**src/logic/ht_pkg.sv**
```systemverilog
// hash table package with table geometry, slot and bucket layout and queue payloads
`default_nettype none

package ht_pkg;

	// ----------------------------------------------------------------------
	// table geometry
	localparam int KEY_W = 64;
	localparam int PTR_W = 32;
	localparam int SIZE_W = 16;
	localparam int TAG_W = 16;
	localparam int SLOTS = 4;
	localparam int BUCKET_ADDR_W = 8;

	// queue depths
	localparam int RESP_DEPTH = 4;
	localparam int FREE_DEPTH = 4;

	// ----------------------------------------------------------------------
	typedef logic [KEY_W-1:0] key_t;
	typedef logic [PTR_W-1:0] ptr_t;
	typedef logic [SIZE_W-1:0] size_t;
	typedef logic [TAG_W-1:0] tag_t;
	typedef logic [BUCKET_ADDR_W-1:0] bucket_addr_t;
	typedef logic [$clog2(SLOTS)-1:0] slot_idx_t;

	// key zero marks an empty slot
	typedef struct packed {
		key_t key;
		ptr_t ptr;
		size_t size;
	} slot_t;

	typedef slot_t [SLOTS-1:0] bucket_t;

	typedef enum logic [1:0] {
		OP_GET = 2'd0,
		OP_SETCUR = 2'd1,
		OP_DELCUR = 2'd2
	} opcode_t;

	typedef enum logic [2:0] {
		ST_HIT = 3'd0,
		ST_MISS = 3'd1,
		ST_STORED = 3'd2,
		ST_REPLACED = 3'd3,
		ST_FULL = 3'd4
	} status_t;

	typedef struct packed {
		tag_t tag;
		status_t status;
		ptr_t ptr;
		size_t size;
	} resp_t;

	typedef struct packed {
		ptr_t ptr;
		size_t size;
	} free_t;

endpackage

`default_nettype wire
```
**src/logic/ht_update.sv**
```systemverilog
// update stage that applies the operation, writes the bucket back and pushes records
`default_nettype none

module ht_update (
	input wire clk,
	input wire rst_regd,
	input wire m_valid,
	input wire ht_pkg::opcode_t m_op,
	input wire ht_pkg::key_t m_key,
	input wire ht_pkg::ptr_t m_ptr,
	input wire ht_pkg::size_t m_size,
	input wire ht_pkg::tag_t m_tag,
	input wire m_hit,
	input wire m_room,
	input wire ht_pkg::bucket_addr_t m_addr,
	input wire ht_pkg::slot_idx_t m_idx,
	input wire ht_pkg::bucket_t m_bucket,
	input wire resp_in_ready,
	input wire free_in_ready,
	output logic adv,
	output logic upd_busy,
	output ht_pkg::bucket_addr_t upd_addr,
	output logic wr_en,
	output ht_pkg::bucket_addr_t wr_addr,
	output ht_pkg::bucket_t wr_bucket,
	output logic resp_in_valid,
	output ht_pkg::resp_t resp_in,
	output logic free_in_valid,
	output ht_pkg::free_t free_in
);
	import ht_pkg::*;

	logic u_valid;
	opcode_t u_op;
	key_t u_key;
	ptr_t u_ptr;
	size_t u_size;
	tag_t u_tag;
	logic u_hit;
	logic u_room;
	bucket_addr_t u_addr;
	slot_idx_t u_idx;
	bucket_t u_bucket;
	slot_t old_slot;
	slot_t new_slot;
	logic changes;
	logic frees;
	logic fire;

	// whole pipeline moves only when this stage can retire
	assign adv = !u_valid || (resp_in_ready && free_in_ready);
	assign fire = u_valid && resp_in_ready && free_in_ready;

	always_ff @(posedge clk) begin
		if (rst_regd) begin
			u_valid <= 1'b0;
		end else if (adv) begin
			u_valid <= m_valid;
		end
	end

	always_ff @(posedge clk) begin
		if (adv && m_valid) begin
			u_op <= m_op;
			u_key <= m_key;
			u_ptr <= m_ptr;
			u_size <= m_size;
			u_tag <= m_tag;
			u_hit <= m_hit;
			u_room <= m_room;
			u_addr <= m_addr;
			u_idx <= m_idx;
			u_bucket <= m_bucket;
		end
	end

	// ----------------------------------------------------------------------
	// operation rules
	always_comb begin
		old_slot = u_bucket[u_idx];
		new_slot = old_slot;
		changes = 1'b0;
		frees = 1'b0;
		resp_in.tag = u_tag;
		resp_in.status = ST_MISS;
		resp_in.ptr = '0;
		resp_in.size = '0;
		case (u_op)
			OP_SETCUR: begin
				resp_in.ptr = u_ptr;
				resp_in.size = u_size;
				new_slot.key = u_key;
				new_slot.ptr = u_ptr;
				new_slot.size = u_size;
				if (u_hit) begin
					resp_in.status = ST_REPLACED;
					changes = 1'b1;
					frees = 1'b1;
				end else if (u_room) begin
					resp_in.status = ST_STORED;
					changes = 1'b1;
				end else begin
					resp_in.status = ST_FULL;
				end
			end
			OP_DELCUR: begin
				if (u_hit) begin
					new_slot = '0;
					changes = 1'b1;
					frees = 1'b1;
					resp_in.status = ST_HIT;
					resp_in.ptr = old_slot.ptr;
					resp_in.size = old_slot.size;
				end
			end
			default: begin
				if (u_hit) begin
					resp_in.status = ST_HIT;
					resp_in.ptr = old_slot.ptr;
					resp_in.size = old_slot.size;
				end
			end
		endcase
	end

	always_comb begin
		wr_bucket = u_bucket;
		wr_bucket[u_idx] = new_slot;
	end

	assign wr_en = fire && changes;
	assign wr_addr = u_addr;
	assign resp_in_valid = fire;
	assign free_in_valid = fire && frees;
	assign free_in.ptr = old_slot.ptr;
	assign free_in.size = old_slot.size;
	assign upd_busy = u_valid;
	assign upd_addr = u_addr;

	// a released pointer always comes from the slot that holds the key
	a_free_on_hit: assert property (@(posedge clk) disable iff (rst_regd)
		free_in_valid |-> old_slot.key == u_key && old_slot.key != '0);

endmodule

`default_nettype wire

```
**config.mk**
```make
export PLATFORM = sky130hd
export DESIGN_NAME = ht_update
export DESIGN_NICKNAME = d
export VERILOG_FILES = /design/src/logic/ht_pkg.sv /design/src/logic/ht_update.sv
export SDC_FILE = /design/constraint.sdc
export NUM_CORES = 1
export LEC_CHECK = 0
export ABC_AREA = 0
export BUFFER_PORTS_ARGS = -buffer_cell sky130_fd_sc_hd__clkbuf_2
export CORE_AREA = 2 2 461 463
export CTS_CLUSTER_DIAMETER = 50
export DETAILED_ROUTE_END_ITERATION = 7
export DIE_AREA = 0 0 463 465
export PLACE_DENSITY = 0.31
export SETUP_SLACK_MARGIN = 0.4
export SYNTH_ARGS = -nofsm -noshare
export SYNTH_HDL_FRONTEND = slang
export SYNTH_SLANG_ARGS = --single-unit
```
**constraint.sdc**
```tcl
create_clock -name clk -period 89.2 [get_ports clk]
set_clock_uncertainty 0.1 [all_clocks]
set_input_delay 8.92 -clock clk [delete_from_list [all_inputs] [get_ports clk]]
set_output_delay 8.92 -clock clk [all_outputs]
set_load 0.02 [all_outputs]
```
# --- Word level (Yosys, flattened, before mapping) ---
# Index checks and enable logic that the tools add are counted.
totals:
  out_inout_bits: 584
  elab_cells: 52
  regBits: 591
  in_bits: 595
op_classes:
  eq_ne: 2
  magnitude_cmp: 2
  n_mux: 16
  n_reduce_logical: 10
ops:
  columns: ["op", "count"]
  rows:
  - ["$bwmux 448", 1]
  - ["$mux 112", 3]
  - ["$bmux 112 s2", 1]
  - ["$demux 112 s2", 1]
  - ["$pmux 112 s2", 1]
  - ["$mux 51", 1]
  - ["$mux 49", 1]
  - ["$logic_and 1x1->1", 7]
  - ["$mux 3", 2]
  - ["$mux 1", 4]
  - ["$lt 2x3->1 const B", 1]
  - ["$eq 2x1->1 const B", 1]
  - ["$eq 2x2->1 const B", 1]
  - ["$ge 2x1->1 const B", 1]
  - ["$pmux 1 s2", 1]
  - ["$reduce_or 2->1", 1]
  - ["$logic_not 1->1", 1]
  - ["$logic_or 1x1->1", 1]

# --- Longest topological paths before layout ---
# Gate-level depths: netlist (run 1).
logic_depth:
  depth_word: 5
  depth_mapped: 8
  mapped_depth_nobuf: 5

# --- Worst setup path after synthesis (run 1) ---
# OpenSTA, ideal clock, no wires.
synth_path:
  kind: "input to register"
  from: "in free_in_ready"
  to: "reg u_bucket[0] in the netlist's numbering, enable pin"
  arrival_ns: 34.794
  path_stages: 2
  path_slack_ns: 52.687
  path_cell_list: "a21boi_0 -> nor2b_1"
synth_via:
  elab_chain_len: 3
synth_rtl:
  columns: ["item", "line_no", "text"]
  rows:
  - ["from (decl)", "ht_update.sv:19", "input wire free_in_ready,"]
  - ["$logic_and 1x1->1", "ht_update.sv:51", "assign adv = !u_valid || (resp_in_ready && free_in_ready);"]
  - ["$logic_or 1x1->1", "ht_update.sv:51", null]
  - ["$logic_and 1x1->1", "ht_update.sv:63", "if (adv && m_valid) begin"]
  - ["to (signal assigned)", "ht_update.sv:73", "u_bucket <= m_bucket;"]
  - ["to (decl)", "ht_update.sv:43", "bucket_t u_bucket;"]
# Every way passes these cells.
# A chain may end at the register's enable or synchronous reset.

# --- Worst setup path after layout (run 1) ---
layout_path:
  from: "in resp_in_ready"
  to: "out wr_en"
layout_via:
  elab_chain_len: 3
layout_rtl:
  columns: ["item", "line_no", "text"]
  rows:
  - ["from (decl)", "ht_update.sv:18", "input wire resp_in_ready,"]
  - ["$logic_and 1x1->1 (2 in a row)", "ht_update.sv:52", "assign fire = u_valid && resp_in_ready && free_in_ready;"]
  - ["$logic_and 1x1->1", "ht_update.sv:131", "assign wr_en = fire && changes;"]
  - ["to (decl)", "ht_update.sv:23", "output logic wr_en,"]
# Every way passes these cells.

==> results of run 1 <==
-- power groups by stage --
stage | Clock [mW] | Sequential [mW] | Combinational [mW]
floorplan | 0 | 0.354 | 0.0665
global placement | 0 | 0.344 | 0.141
detailed placement | 0 | 0.344 | 0.140
CTS | 0.434 | 0.338 | 0.141
global route | 0.444 | 0.339 | 0.144
finish | 0.419 | 0.338 | 0.136
-- per-layer routing --
| layer | up-vias | part of all wire, % | track usage [%] |
|---|---|---|---|
| li1 | 8233 | - | - |
| met1 | 10153 | 40 | 17.1 |
| met2 | 1083 | 48 | 24.2 |
| met3 | 205 | 9.4 | 6.09 |
| met4 | 26 | 2.5 | 3.81 |
| met5 | - | 0.10 | 0 |
-- flip-flops by register name (all words and copies together), names as in the netlist --
name,count
u_bucket,448
u_hit,1
u_idx,2
u_key,64
u_op,2
u_ptr,32
u_room,1
u_size,16
u_tag,16
upd_addr,8
upd_busy,1
-- worst max-delay path by stage --
stage,start,to,slack (ns),cells after the start
floorplan,free_in_ready,u_bucket[0],52.69,2
CTS,resp_in_ready,wr_en,69.98,4
detailed placement,resp_in_ready,wr_en,69.97,4
global placement,free_in_ready,wr_en,69.97,4
global route,free_in_ready,wr_en,69.99,4
finish,resp_in_ready,wr_en,70.17,4
-- per-stage QoR --
stage,total power [mW],hold WS (ns)
floorplan,0.421,0.600
global placement,0.485,0.644
detailed placement,0.484,0.608
CTS,0.913,0.617
global route,0.927,0.694
finish,0.894,0.621
-- area by class of cell --
type                       count  share of cell area, %
sequential                   591                   47.7
timing repair buffer        1217                   16.7
inverter                       4                 0.0404
multi-input combinational    620                   16.3
clock buffer                 123                   7.36
tap                         2821                   9.49
antenna                        7                 0.0471
clock inverter                75                   2.41
-- worst reg2reg max path: cells and delay by family, from the launching register on --
kind                   cells  cell delay, ns
flip-flops                 1            0.32
AO/OA/AOI/OAI              1            0.19
AND/OR/NAND/NOR            1            0.14
buffers and inverters      5            3.99
-- logic make-up after synthesis --
family | Yosys count | share of synthesized area, %
compound gates | 499 | 17.9
xor+xnor | 1 | 0.0360
fa+ha+maj | 2 | 0.103
buf+inv | 145 | 2.67
flops | 591 | 72.8
mux | 48 | 4.44
simple gates | 70 | 2.01
-- cells in the mapped netlist (2+ instances only) --
cell type	instances	share of area (%)
clkbuf_1	87	1.3
or3b_1	3	0.11
inv_1	4	0.062
buf_1	7	0.11
buf_4	9	0.28
mux4_2	48	4.4
o2bb2ai_1	192	6.9
nand2b_1	4	0.10
buf_2	34	0.70
nand3b_1	48	1.5
nor3b_1	2	0.062
ha_1	2	0.10
buf_6	4	0.18
nor2_1	6	0.092
edfxtp_1	590	73
a22o_1	304	11
nor2b_1	2	0.051
==> impl_metrics.py, run 1 <==
metrics = {
    "outcome": {
        "status": "finished, final reports clean",
    },
    "worst_setup_path": {
        "cpMostUsedCell": "clkbuf_2",
        "slowest_delay_ns": 0.53,
        "critPathBufInv": 2,
        "path_cells": "clkbuf_2 > nand3_1 > nor3_2 > clkbuf_2",
        "crit_path_end_kind": "primary output",
        "crit_required_ns": 80.18,
        "timing.rr.end": "u_bucket[7]",
        "critical_path_class": "in2out",
        "start_kind": "input port",
        "critPathTopFamily": "simple AND/OR/NAND/NOR gates",
        "crit_slowest_cell": "nor3_2",
        "worstPathArrival_ns": 10.01,
        "reg2regPathDepth": 7,
        "r2r_slack_ns": 83.94,
        "cp_max_fo": 3,
        "r2r_start": "upd_busy",
    },
    "final_layout": {
        "synthToLayoutAreaGrowth_pct": 52.7,
        "layout-drive-gt1-share_pct": 55.4,
        "n_fill_cell": 23316,
        "postLayoutCoreUtil_pct": 17.6,
        "final_cell_area_um2": 37200,
        "multi_input_area_um2": 6070,
        "register_area_um2": 17700,
        "final_nets": 3138,
        "final_cells": 5458,
        "final_common_cell": "clkbuf_2",
        "layout.cells.most_common_list": "clkbuf_2 (1178), edfxtp_1 (590), a22o_1 (304)",
    },
    "timing": {
        "relSlewSlack_pct": 21.8,
        "fin_tns_setup_ns": 0,
        "final-max-slew-violation-count": 0,
        "rsz0062_at_grt": "no",
        "hold_viol": 0,
        "tightest_slew_ns": 1.17,
        "min_period_over_period_pct": 21.3,
        "setup_slack_ns": 70.17,
        "setup_viol": 0,
        "fmax_mhz": 52.5,
        "fin_crit_ns": 19.03,
    },
    "global_route": {
        "grt_max_degree": 140,
        "antenna_found_initial": 25,
        "grt_pass1_wl_um": 211000,
        "gr-total-overflow": 0,
        "grt_pass1_vias": 20832,
        "grt_usage_pct": 14.5,
    },
    "floorplanning": {
        "die_area_um2": 215000,
        "core_region_area_um2": 211000,
        "initial_core_util_pct": 11.6,
        "pin_count": 1179,
        "dieHeight_um": 465,
        "num_rows": 169,
        "die_w_um": 463,
    },
    "cts": {
        "clkTransAtPathRegs_ns": 0.05,
        "cts_resized": 0,
        "htreeDepth": 3,
        "cts_tree": "yes",
        "cts_buffers": 107,
        "clk_latency_ns": 0.72,
        "cts_sinks": 591,
        "holdBufCountCts": 0,
        "root_buffer": "clkbuf_16",
        "post-cts-setup-buffer-count": 0,
        "clockBufferDepth": 3,
    },
    "hold_path": {
        "hp-class": "reg2reg",
        "hold-path-endpoint": "upd_busy",
        "hp-start": "upd_busy",
        "hold_depth": 3,
    },
    "synthesis": {
        "synth_warnings": 0,
        "synth_ff_type": "edfxtp_1",
        "syn_area_per_cell_um2": 18.0,
        "netlist_instances": 1356,
        "yosys_register_bits": 591,
        "netlist_area_um2": 24400,
        "synth-edff-count": 590,
        "synthArstFlopShare_pct": 0,
        "synthesis.nets": 1953,
        "synth_cell_types": 27,
        "ys_seq_area_share_pct": 72.8,
    },
    "placed_design": {
        "hpwl_um": 126000,
        "gp_congestion": 0.914,
        "place_area_um2": 33600,
        "portBuffers": 1178,
        "pre_cts_slack_ns": 69.97,
        "dp_cells": 5253,
    },
    "detailed_routing": {
        "dr.pass1.iters": 6,
        "ant_nets": 0,
        "vias": 19700,
        "drc_errors": 0,
        "drt_iter0_drc": 1423,
        "vias_per_cell": 3.61,
        "wl_per_cell_um": 29.7,
        "wirelength_um": 162000,
    },
    "power": {
        "comb_power_share_pct": 15.2,
        "p_clk_share_pct": 46.9,
        "p_switching_uw": 265,
        "p_sw_share_pct": 29.7,
        "p_leak_nw": 15.0,
        "peakVddDrop_mv": 0.0157,
        "p_seq_share_pct": 37.8,
        "p_int_uw": 628,
        "power.density_nw_per_um2": 24.0,
    },
    "run": {
        "max_cap_violations": 0,
    },
}
Power figures use the tool's default switching activity.
==> inputs of run 2 (changes only) <==
--- a/config.mk
+++ b/config.mk
@@ -5,13 +5,13 @@
 export SDC_FILE = /design/constraint.sdc
 export NUM_CORES = 1
 export LEC_CHECK = 0
-export ABC_AREA = 0
+export ABC_AREA = 1
 export BUFFER_PORTS_ARGS = -buffer_cell sky130_fd_sc_hd__clkbuf_2
-export CORE_AREA = 2 2 461 463
+export CORE_AREA = 2 2 465 467
 export CTS_CLUSTER_DIAMETER = 50
 export DETAILED_ROUTE_END_ITERATION = 7
-export DIE_AREA = 0 0 463 465
-export PLACE_DENSITY = 0.31
+export DIE_AREA = 0 0 467 469
+export PLACE_DENSITY = 0.33
 export SETUP_SLACK_MARGIN = 0.4
 export SYNTH_ARGS = -nofsm -noshare
 export SYNTH_HDL_FRONTEND = slang
==> constraint.sdc (replaced) <==
create_clock -name clk -period 17.6 [get_ports clk]
set_clock_uncertainty 0.1 [all_clocks]
set_input_delay 1.76 -clock clk [delete_from_list [all_inputs] [get_ports clk]]
set_output_delay 1.76 -clock clk [all_outputs]
set_load 0.02 [all_outputs]
==> impl_metrics.py, run 2 <==
metrics = {
    "outcome": {
        "status": "finished, final reports clean",
    },
    "detailed_routing": {
        "vias": 30435,
        "wirelength_um": 212000,
        "vias_per_cell": 3.92,
        "wl_per_cell_um": 27.3,
        "drt_iter0_drc": 2332,
        "drc_errors": 0,
        "dr.pass1.iters": 5,
        "ant_nets": 0,
    },
    "timing": {
        "hold_viol": 0,
        "fin_crit_ns": 6.67,
        "fin_tns_setup_ns": 0,
        "rsz0062_at_grt": "no",
        "setup_viol": 0,
        "fmax_mhz": 150,
        "tightest_slew_ns": 1.11,
        "min_period_over_period_pct": 37.9,
        "final-max-slew-violation-count": 0,
        "relSlewSlack_pct": 26.0,
    },
    "floorplanning": {
        "num_rows": 170,
        "die_area_um2": 219000,
        "dieHeight_um": 469,
        "core_region_area_um2": 214000,
        "initial_core_util_pct": 13.8,
        "pin_count": 1179,
        "die_w_um": 467,
    },
    "synthesis": {
        "yosysMostFrequentCell": "nand2_1",
        "synth_warnings": 0,
        "synth-edff-count": 590,
        "synthArstFlopShare_pct": 0,
        "synth_ff_type": "edfxtp_1",
        "yosysTopAreaCellShare_pct": 59.9,
        "netlist_top_cells_area": "edfxtp_1 (60%), nand2_1 (35%), buf_2 (1.5%)",
        "synth_cell_types": 15,
        "netlist_area_um2": 29600,
        "yosys_register_bits": 591,
        "synth.largest_area_cell": "edfxtp_1",
        "syn_area_per_cell_um2": 8.04,
        "ys_seq_area_share_pct": 60.0,
        "synthesis.nets": 4273,
        "netlist_instances": 3676,
        "ys_top_cells_by_count": "nand2_1 (2789), edfxtp_1 (590), buf_2 (90), clkbuf_1 (90), nand3_1 (49)",
    },
    "power": {
        "p_clk_share_pct": 48.6,
        "comb_power_share_pct": 18.2,
        "power.density_nw_per_um2": 120,
        "p_sw_share_pct": 33.3,
        "p_int_mw": 3.45,
        "power_mw": 5.18,
        "peakVddDrop_mv": 0.0807,
        "p_seq_share_pct": 33.2,
        "p_switching_mw": 1.72,
        "p_leak_nw": 21.2,
    },
    "placed_design": {
        "dp_cells": 7517,
        "gp_congestion": 0.871,
        "hpwl_um": 155000,
        "portBuffers": 1178,
    },
    "final_layout": {
        "final_nets": 5409,
        "layout.cells.most_common_list": "nand2_1 (2787), clkbuf_2 (1178), edfxtp_1 (590)",
        "regMostFlops": "u_bucket",
        "postLayoutCoreUtil_pct": 20.1,
        "largest_reg_flops": 448,
        "synthToLayoutAreaGrowth_pct": 45.4,
        "final_cells": 7772,
        "final_common_cell": "nand2_1",
        "n_fill_cell": 24329,
        "reg.largest.list": "u_bucket x448, u_key x64, u_ptr x32",
        "layout-drive-gt1-share_pct": 29.4,
    },
    "worst_setup_path": {
        "critical_path_class": "reg2out",
        "crit_required_ns": 15.74,
        "r2r_start": "upd_busy",
        "crit_start": "u_idx[0]",
        "worstPathArrival_ns": 4.81,
        "crit_path_end_kind": "primary output",
        "cp_max_fo": 61,
        "start_kind": "flip-flop",
    },
    "global_route": {
        "gr-total-overflow": 0,
        "grt_pass1_vias": 29810,
        "grt_pass1_wl_um": 277000,
        "grt_max_degree": 142,
        "antenna_found_initial": 66,
        "grt_usage_pct": 18.6,
    },
    "cts": {
        "htreeDepth": 4,
        "cts_tree": "yes",
        "cts_resized": 0,
        "post-cts-setup-buffer-count": 0,
        "root_buffer": "clkbuf_16",
        "holdBufCountCts": 0,
        "clkTransAtPathRegs_ns": 0.05,
        "clk_latency_ns": 0.78,
        "cts_buffers": 131,
        "clockBufferDepth": 3,
        "cts_sinks": 591,
    },
    "run": {
        "max_cap_violations": 0,
    },
    "hold_path": {
        "hp-start": "upd_busy",
        "hp-class": "reg2reg",
    },
}
## run 2: cell types whose count changed in the layout (fill, tap and decap cells not counted), sizes merged, moves of 19 or more
cell and change:
nand2 +2788, a22o -304, o2bb2ai -192, mux4 -48
nand3 +48, nand3b -48, clkinv +27, clkbuf +19
## run 2: final cells by class
cell class | count | area [um^2] | share of cell area [%]
Tap cell | 2838 | 3550 | 8.26
Timing Repair Buffer | 1220 | 6270 | 14.6
Clock inverter | 100 | 1110 | 2.58
Inverter | 13 | 85.1 | 0.198
Multi-Input combinational cell | 2855 | 10900 | 25.3
Antenna cell | 13 | 32.5 | 0.0757
Clock buffer | 142 | 3320 | 7.72
Sequential cell | 591 | 17700 | 41.3
## run 2: cells by family after synthesis
kind of cell    Yosys count  share of synthesized area, %
compound gates            3                        0.0508
buf+inv                 230                          3.45
flops                   591                          60.0
fa+ha+maj                 2                        0.0846
simple gates           2850                          36.4
## run 2: per-layer routing
metal  GRT usage (%)  routed length [um]  vias up
li1                -                   -    13908
met1            24.3               93300    14836
met2            30.6               99500     1422
met3            4.69               15000      263
met4            4.44                4680        6
met5               0                  39        -
## run 2: per-stage QoR
step                worst slack [ns]  area, um^2  hold slack [ns]
floorplan                       5.28       29600            0.652
global placement               11.53       38500            0.449
detailed placement             11.52       38500            0.488
CTS                            10.65       43000            0.497
global route                   10.49       43000            0.539
finish                         10.93       43000            0.500
## run 2: path summary, 6_finish.rpt
path | to | depth (start not counted) | slack [ns]
max | wr_bucket[377] | 12 | 10.93
min | upd_busy | 2 | 0.50
max reg2reg | u_bucket[208] | 4 | 14.13
min reg2reg | upd_busy | 2 | 0.50
## run 2: power by group through the flow
stage	registers (mW)	clock network (mW)	logic, mW
after floorplan	1.75	0	0.468
after global placement	1.75	0	0.970
after detailed placement	1.74	0	0.967
after CTS	1.72	2.60	0.970
after global routing	1.73	2.65	1.02
final	1.72	2.51	0.943
## run 2: critical path, cell delays in order (launching register included)
cell and delay, ns:
edfxtp_1 0.48, inv_8 0.35, buf_4 0.73, buf_4 0.80, nand2_1 0.10, nand2_1 0.09, nand2_1 0.05, nand2_1 0.13
nand2_1 0.06, nand2_1 0.44, nand2_1 0.11, nand2_1 0.18, clkbuf_2 0.30
